**src/logic/rsa_defs.svh**
```systemverilog
`ifndef RSA_DEFS_SVH
`define RSA_DEFS_SVH

// operand width in bits
`define RSA_WIDTH 256

// round and iteration counters need one bit more than an operand bit index
`define RSA_CNT_W 9

// byte address on the APB side
`define APB_AW 8

`endif

```
**src/logic/apb_pkg.sv**
```systemverilog
`include "rsa_defs.svh"

package apb_pkg;

	// byte offsets with eight 32-bit words per operand window
	typedef enum logic [`APB_AW-1:0] {
		REG_CTRL   = 8'h00, // bit 0 starts a job
		REG_STATUS = 8'h04,
		REG_A      = 8'h10, // cipher text with word 0 as the LSW
		REG_D      = 8'h30, // private exponent
		REG_N      = 8'h50, // modulus
		REG_RES    = 8'h70  // read-only plain text
	} reg_addr_e;

	// status register bits
	localparam int STAT_BUSY = 0;
	localparam int STAT_DONE = 1;

endpackage

```
**src/logic/rsa_pkg.sv**
```systemverilog
`include "rsa_defs.svh"

package rsa_pkg;

	// one full operand
	typedef logic [`RSA_WIDTH-1:0] rsa_word_t;

	// two guard bits for the 2n and 4n intermediates
	typedef logic [`RSA_WIDTH+1:0] rsa_wide_t;

	typedef enum logic [1:0] {
		S_IDLE, // waiting for start
		S_PREP, // cipher text into Montgomery domain
		S_MONT, // both multipliers running
		S_CALC  // pick up square and product, next bit
	} core_state_e;

endpackage

```
**src/logic/rsa_apb_regs.sv**
```systemverilog
`timescale 1ns/1ps
`include "rsa_defs.svh"

module rsa_apb_regs
	import rsa_pkg::*;
	import apb_pkg::*;
(
	input  logic               i_clk,
	input  logic               i_rst,
	input  logic               i_psel,
	input  logic               i_penable,
	input  logic               i_pwrite,
	input  logic [`APB_AW-1:0] i_paddr,
	input  logic [31:0]        i_pwdata,
	output logic [31:0]        o_prdata,
	output logic               o_pready,
	output logic               o_pslverr,
	input  logic               i_finished,
	input  rsa_word_t          i_result,
	output logic               o_start,
	output rsa_word_t          o_a,
	output rsa_word_t          o_d,
	output rsa_word_t          o_n
);
	localparam logic [`APB_AW-1:0] OP_SPAN = 'h20; // bytes per operand window

	logic [`APB_AW-1:0] word_off;
	logic [2:0]         idx;
	logic               aligned;
	logic               hit_ctrl, hit_stat, hit_a, hit_d, hit_n, hit_r;
	logic               access, bad, wr;
	logic               start_r, busy_r, done_r;
	rsa_word_t          a_r, d_r, n_r, res_r;

	// windows are 0x20 apart, so one offset gives the word index for all four
	assign word_off = i_paddr - REG_A;
	assign idx      = word_off[4:2];
	assign aligned  = (i_paddr[1:0] == 2'b00);

	assign hit_ctrl = (i_paddr == REG_CTRL);
	assign hit_stat = (i_paddr == REG_STATUS);
	assign hit_a    = aligned && (word_off < OP_SPAN);
	assign hit_d    = aligned && (i_paddr >= REG_D) && (i_paddr < REG_N);
	assign hit_n    = aligned && (i_paddr >= REG_N) && (i_paddr < REG_RES);
	assign hit_r    = aligned && (i_paddr >= REG_RES) && (i_paddr < REG_RES + OP_SPAN);

	assign access = i_psel & i_penable;
	// unmapped, or a write to a read-only register
	assign bad = !(hit_ctrl | hit_stat | hit_a | hit_d | hit_n | hit_r) |
		(i_pwrite & (hit_stat | hit_r));
	assign wr  = access & i_pwrite & !bad;

	assign o_pready  = 1'b1; // no wait states
	assign o_pslverr = access & bad;

	always_comb begin
		o_prdata = '0;
		if (hit_stat) begin
			o_prdata[STAT_BUSY] = busy_r;
			o_prdata[STAT_DONE] = done_r;
		end else if (hit_a) begin
			o_prdata = a_r[idx*32 +: 32];
		end else if (hit_d) begin
			o_prdata = d_r[idx*32 +: 32];
		end else if (hit_n) begin
			o_prdata = n_r[idx*32 +: 32];
		end else if (hit_r) begin
			o_prdata = res_r[idx*32 +: 32];
		end
	end

	always_ff @(posedge i_clk or posedge i_rst) begin
		if (i_rst) begin
			start_r <= 1'b0;
			busy_r  <= 1'b0;
			done_r  <= 1'b0;
		end else begin
			start_r <= 1'b0;
			if (wr && hit_ctrl && i_pwdata[0] && !busy_r) begin
				start_r <= 1'b1;
				busy_r  <= 1'b1;
				done_r  <= 1'b0; // stale result no longer valid
			end else if (i_finished) begin
				busy_r <= 1'b0;
				done_r <= 1'b1;
			end
		end
	end

	// operands frozen while a job runs
	always_ff @(posedge i_clk) begin
		if (wr && !busy_r) begin
			if (hit_a) a_r[idx*32 +: 32] <= i_pwdata;
			if (hit_d) d_r[idx*32 +: 32] <= i_pwdata;
			if (hit_n) n_r[idx*32 +: 32] <= i_pwdata;
		end
		if (i_finished) res_r <= i_result;
	end

	assign o_start = start_r;
	assign o_a     = a_r;
	assign o_d     = d_r;
	assign o_n     = n_r;

endmodule

```
**config.mk**
```make
export PLATFORM = sky130hd
export DESIGN_NAME = rsa_apb_regs
export DESIGN_NICKNAME = d
export VERILOG_FILES = /design/src/logic/apb_pkg.sv /design/src/logic/rsa_pkg.sv /design/src/logic/rsa_apb_regs.sv
export VERILOG_INCLUDE_DIRS = /design/src /design/src/logic
export SDC_FILE = /design/constraint.sdc
export NUM_CORES = 1
export LEC_CHECK = 0
export BUFFER_PORTS_ARGS = -buffer_cell sky130_fd_sc_hd__buf_2
export CAP_MARGIN = 20
export CORE_AREA = 2 2 426 428
export DETAILED_ROUTE_END_ITERATION = 8
export DIE_AREA = 0 0 428 430
export PLACE_DENSITY_LB_ADDON = 0.2
export SYNTH_ARGS = -nofsm -noshare
export SYNTH_HDL_FRONTEND = slang
export SYNTH_SLANG_ARGS = --single-unit
```
**constraint.sdc**
```tcl
create_clock -name i_clk -period 6.5 [get_ports i_clk]
set_input_delay 0.325 -clock i_clk [delete_from_list [all_inputs] [get_ports i_clk]]
set_output_delay 0.325 -clock i_clk [all_outputs]
set_load 0.1 [all_outputs]
```
## Yosys cells after proc, flatten, opt, wreduce, memory -nomap -nowiden

Cells that the tools add are included.

- Bits in registers: 1027
- Input port bits: 302
- Output and inout port bits: 803
- Logic and storage cells: 69

- Add/subtract/negate cells: 2
- Order comparisons: 7
- Equality and inequality tests: 1
- Shifts and indexed selects: 6
- Multiplexer cells: 14
- Bitwise logic cells: 12
- Reduce and logical (&&, ||, !) cells: 20

Operator list:

| cell | number |
|---|---|
| variable part select 256 x 9 -> 32 bit | 4 |
| bitwise mux 256 bit | 3 |
| variable shift 32 x 34 -> 256 bit (first input constant) | 1 |
| variable part select 32 x 34 -> 256 bit | 1 |
| two-way mux 32 bit | 4 |
| negator 8 -> 34 bit | 1 |
| two-way mux 30 bit | 1 |
| greater-or-equal comparator 8 x 7 -> 1 bit (second input constant) | 2 |
| < comparator 8 x 7 -> 1 bit (second input constant) | 2 |
| logical AND 1 bit | 11 |
| equality test 8 x 3 -> 1 bit (second input constant) | 1 |
| greater-or-equal comparator 8 x 6 -> 1 bit (second input constant) | 1 |
| zero test 8 bit | 1 |
| < comparator 8 x 6 -> 1 bit (second input constant) | 1 |
| < comparator 8 bit (second input constant) | 1 |
| subtractor 8 x 5 -> 8 bit (second input constant) | 1 |
| OR 1 bit | 7 |
| AND reduction 2 bit | 3 |
| AND 1 bit | 5 |
| two-way mux 1 bit | 5 |
| zero test 1 bit | 3 |
| zero test 2 bit | 1 |
| two-way mux 2 bit | 1 |
| nonzero test 2 bit | 1 |

## Longest topological paths before layout

- Word-level depth: 15
- Depth in mapped cells: 12
- Gate-level depth less buffers: 7

## Worst setup path after synthesis

Ideal clock, no wire load.

- Path kind: input -> register
- Start point: input i_paddr[4]
- End point: register a_r[100] (netlist: o_a[100]), enable pin
- Setup time: 0.461 ns
- Arrival: 4.676 ns
- Required time: 6.039 ns
- Path slack: 1.363 ns
- Cell stages on the path: 11
- Buffers on the path: 4
- Cells stage by stage: clkbuf_1 > inv_2 > buf_2 > clkbuf_1 > ha_1 > and3b_1 > a31oi_1 > nor2_1 > clkbuf_1 > nand2_1 > nor3_1

- Cells in the longest elaborated chain, start to end: 13
- Elaborated cells on any way between the ends: 30

Ends and longest elaborated chain:

| what | RTL line | text |
|---|---|---|
| from (decl) | rsa_apb_regs.sv:13 | `` input logic [`APB_AW-1:0] i_paddr, `` |
| subtractor 8 x 5 -> 8 bit | rsa_apb_regs.sv:36 | `assign word_off = i_paddr - REG_A;` |
| < comparator 8 x 6 -> 1 bit | rsa_apb_regs.sv:42 | `assign hit_a = aligned && (word_off < OP_SPAN);` |
| logical AND 1 bit | rsa_apb_regs.sv:42 |  |
| OR 1 bit (4 in a row) | rsa_apb_regs.sv:49 | `assign bad = !(hit_ctrl \| hit_stat \| hit_a \| hit_d \| hit_n \| hit_r) \|` |
| zero test 1 bit | rsa_apb_regs.sv:49 |  |
| OR 1 bit | rsa_apb_regs.sv:49 |  |
| zero test 1 bit | rsa_apb_regs.sv:51 | `assign wr = access & i_pwrite & !bad;` |
| AND 1 bit | rsa_apb_regs.sv:51 |  |
| logical AND 1 bit | rsa_apb_regs.sv:92 | `if (wr && !busy_r) begin` |
| AND reduction 2 bit (no source line) (*) | - |  |
| to (signal, indexed assignment) | rsa_apb_regs.sv:93 | `if (hit_a) a_r[idx*32 +: 32] <= i_pwdata;` |
| to (decl) | rsa_apb_regs.sv:33 | `rsa_word_t a_r, d_r, n_r, res_r;` |

Every way passes the cells marked *; elsewhere a longest branch is shown, timed or not.
A chain may end at the register's enable or synchronous reset.

## Worst setup path after layout

- Start point: input i_paddr[4]
- End point: output o_prdata[16]

- Cells in the longest elaborated chain, start to end: 8
- Elaborated cells on any way between the ends: 25

Ends and longest elaborated chain:

| what | RTL line | text |
|---|---|---|
| parallel branches: the longest is 7 deep, another holds subtractor 8 x 5 -> 8 bit | - |  |
| two-way mux 30 bit (*) | rsa_apb_regs.sv:58 | `if (hit_stat) begin` |
| to (decl) | rsa_apb_regs.sv:15 | `output logic [31:0] o_prdata,` |

Mark *: on every way between the ends.

==> flow_metrics.py <==
metrics = {
    "routing": {
        "drtIter0Drc": 2820,
        "routed_via_density": 4.822,
        "vias": 29243,
        "wl_per_cell_um": 36.83,
        "drc": 0,
        "totalWireLength_mm": 223.3,
        "drt-pass1-iter-count": 7,
        "ant_nets": 0,
    },
    "finish": {
        "layout_commonest_cell": "buf_2",
        "drive_above_1_share_pct": 45.24,
        "finalNetCount": 3894,
        "final_util_pct": 31.74,
        "fill_cells": 17755,
        "final_cell_mix": "buf_2, edfxtp_1, dlygate4sd3_1",
        "synthToLayoutAreaGrowth_pct": 38.34,
    },
    "yosys": {
        "synth_compound_area_share_pct": 1.859,
        "synth.top_cell.area_share_pct": 74.55,
        "muxShareOfSynthArea_pct": 15.56,
        "synthArstFlopShare_pct": 0.2921,
        "synth_ff_type": "edfxtp_1",
        "syn-num-nets": 2439,
        "yosys_warnings": 0,
        "synthAdderAreaFrac_pct": 0.2123,
        "syn_area_per_cell_um2": 19.36,
        "synth_edf_count": 1024,
        "syn_area_mm2": 0.04125,
        "yosysTopAreaCell": "edfxtp_1",
        "synth_xor_area_share_pct": 0,
        "ys_ff_latch": 1027,
        "synth_area_leaders": "edfxtp_1, mux4_2, and2_1",
        "synth_cell_types": 53,
        "synthSimpleGateAreaFrac_pct": 6.100,
        "syn_inst": 2130,
        "seq_area_frac_synth_pct": 74.73,
        "synth_top_family_by_area": "multiplexers",
    },
    "global_route": {
        "grt_max_degree": 137,
        "grt_pass1_vias": 29727,
        "met1_usage_pct": 28.34,
        "overflow": 0,
        "gr-usage-met2_pct": 40.51,
        "grt_usage_pct": 23.48,
        "gr-max-usage-layer": "met2",
        "globalRouteMet3Util_pct": 4.846,
        "grt_first_pass_wirelength_mm": 287.6,
        "antenna_found_initial": 15,
    },
    "clocking": {
        "clockBufferDepth": 3,
        "cts.sinks": 1027,
        "numCtsBuffers": 115,
        "root_buffer": "clkbuf_16",
        "h-tree-depth": 3,
        "cts_tree": "built",
        "clk_pin_slew_ns": 0.06,
        "clock_latency_ns": 0.78,
    },
    "power": {
        "leakage_nw": 18.08,
        "p_per_area_mw_per_mm2": 272.0,
        "vdd_drop_max_uv": 225.4,
    },
    "status": {
        "outcome": "completed",
    },
    "setup_path": {
        "start_kind": "input port",
        "worst-path-buf-inv": 3,
        "crit_arrival_ns": 4.82,
        "cp_max_fo": 61,
        "crit_type": "input port to output port",
        "cp_slowest_cell": "or2_2",
        "required_ns": 6.17,
        "cp_top_family": "simple AND/OR/NAND/NOR gates",
        "path_cells": "buf_4 > inv_8 > ha_1 > and3b_1 > a31oi_1 > or2_2 > o2111ai_1 > and3_1 > buf_2",
        "cpPeakStageDelay_ns": 0.94,
        "endpoint_kind": "output port",
    },
    "flow_run": {
        "maxCapViolations": 0,
    },
    "timing": {
        "fin_crit_sh_pct": 79.21,
        "hold_viol_final": 0,
        "rsz0062_at_grt": "no",
        "maxSlewHeadroom_pct": 26.05,
        "tns_ns": 0,
        "period_needed_ns": 5.149,
        "tightest_slew_ns": 1.109,
        "skew_ns": 0.03547,
        "fmax_mhz": 194.2,
        "finalSetupViolCount": 0,
        "finalMaxSlewViolations": 0,
    },
    "floorplan": {
        "die_h_um": 430,
        "num_rows": 156,
        "start_util_pct": 22.94,
        "io-pin-count": 1105,
        "die_x_um": 428,
        "core_area_mm2": 0.1798,
        "dieArea_mm2": 0.1840,
    },
    "placed_design": {
        "io_buffers": 1103,
        "gp_congestion": 0.8695,
        "hpwlAfterDp_mm": 162.0,
    },
    "min_path": {
        "hp-class": "input port to flop",
    },
}
area by class of cell:
type | instances | area (µm²) | share of cell area, %
antenna | 8 | 20.02 | 0.03508
clock buffer | 127 | 2923 | 5.122
clock inverter | 92 | 1066 | 1.868
inverter | 10 | 45.04 | 0.07894
multi-input combinational | 963 | 10070 | 17.65
sequential | 1027 | 30820 | 54.02
tap | 2370 | 2965 | 5.197
timing repair buffer | 1468 | 9144 | 16.02
kinds of logic after synthesis:
| group | Yosys count |
|---|---|
| compound gates | 105 |
| buf+inv | 140 |
| mux | 325 |
| other cells | 1 |
| flops | 1027 |
| fa+ha+maj | 7 |
| simple gates | 525 |
final timing paths:
check / cells after the start / to / start / slack, ns
max: 9 / o_prdata[16] / i_paddr[4] / 1.35
min: 2 / o_n[158] / i_pwdata[30] / 0.1
max reg2reg: 5 / o_d[9] / busy_r / 2.80
min reg2reg: 2 / done_r / done_r / 0.51
max in group asynchronous: 4 / o_start / i_rst / 5.78
min in group asynchronous: 4 / busy_r / i_rst / 0.58
flip-flops by register name, summed over array words and instances, names as in the netlist:
name	cells
res_r	256
o_n	256
busy_r	1
o_d	256
done_r	1
o_start	1
o_a	256
synthesized netlist by cell type, types with 3 or more instances:
cell / n
edfxtp_1: 1024
mux4_2: 253
nor2_1: 166
nand2_1: 138
and2_1: 131
mux2i_1: 72
clkbuf_1: 64
buf_2: 29
nor3_1: 29
o22ai_1: 24
buf_1: 20
a21oi_1: 16
buf_4: 16
nand3_1: 16
nand4_1: 15
a211oi_1: 12
o2111a_1: 12
inv_1: 9
ha_1: 7
o21ai_0: 7
and3_1: 6
or3_1: 5
a31oi_1: 4
a2111oi_0: 3
a22oi_1: 3
a2bb2oi_1: 3
a32oi_1: 3
a41o_1: 3
and3b_1: 3
dfrtp_1: 3
o2111ai_1: 3
o32ai_1: 3
what timing repair did:
item / 4_1_cts / 5_1_grt
hold buffers: 289 / 0
gates resized for setup: 0 / 0
hold endpoints to repair: 565 / 0
buffers inserted: 0 / 0
metrics by stage:
step | setup WS (ns) | power [W] | hold WS [ns] | cell area, µm² | instances
2_1_floorplan | 1.363 | 0.008084 | 0.07864 | 41250 | 2130
3_3_place_gp | 1.015 | 0.008585 | 0.2398 | 50090 | 5546
3_5_place_dp | 1.291 | 0.008589 | 0.2510 | 50160 | 5549
4_1_cts | 1.289 | 0.01564 | 0.02173 | 57040 | 6057
5_1_grt | 1.258 | 0.01593 | 0.04598 | 57050 | 6062
6_report | 1.351 | 0.01552 | 0.09768 | 57060 | 6065
per-layer routing:
layer / vias to the layer above / part of all wire, %
met4: 2 / 4.8
met5: - / 0.0054
met1: 15861 / 39
li1: 11533 / -
met2: 1518 / 50
met3: 329 / 6.2
report_power, final:
group / total (W) / internal [W] / switching [W]
combinational: 0.00114 / 0.000413 / 0.000727
sequential: 0.00744 / 0.00740 / 0.0000435
clock: 0.00694 / 0.00399 / 0.00295
Note: power is estimated with default switching activity, not from simulation.
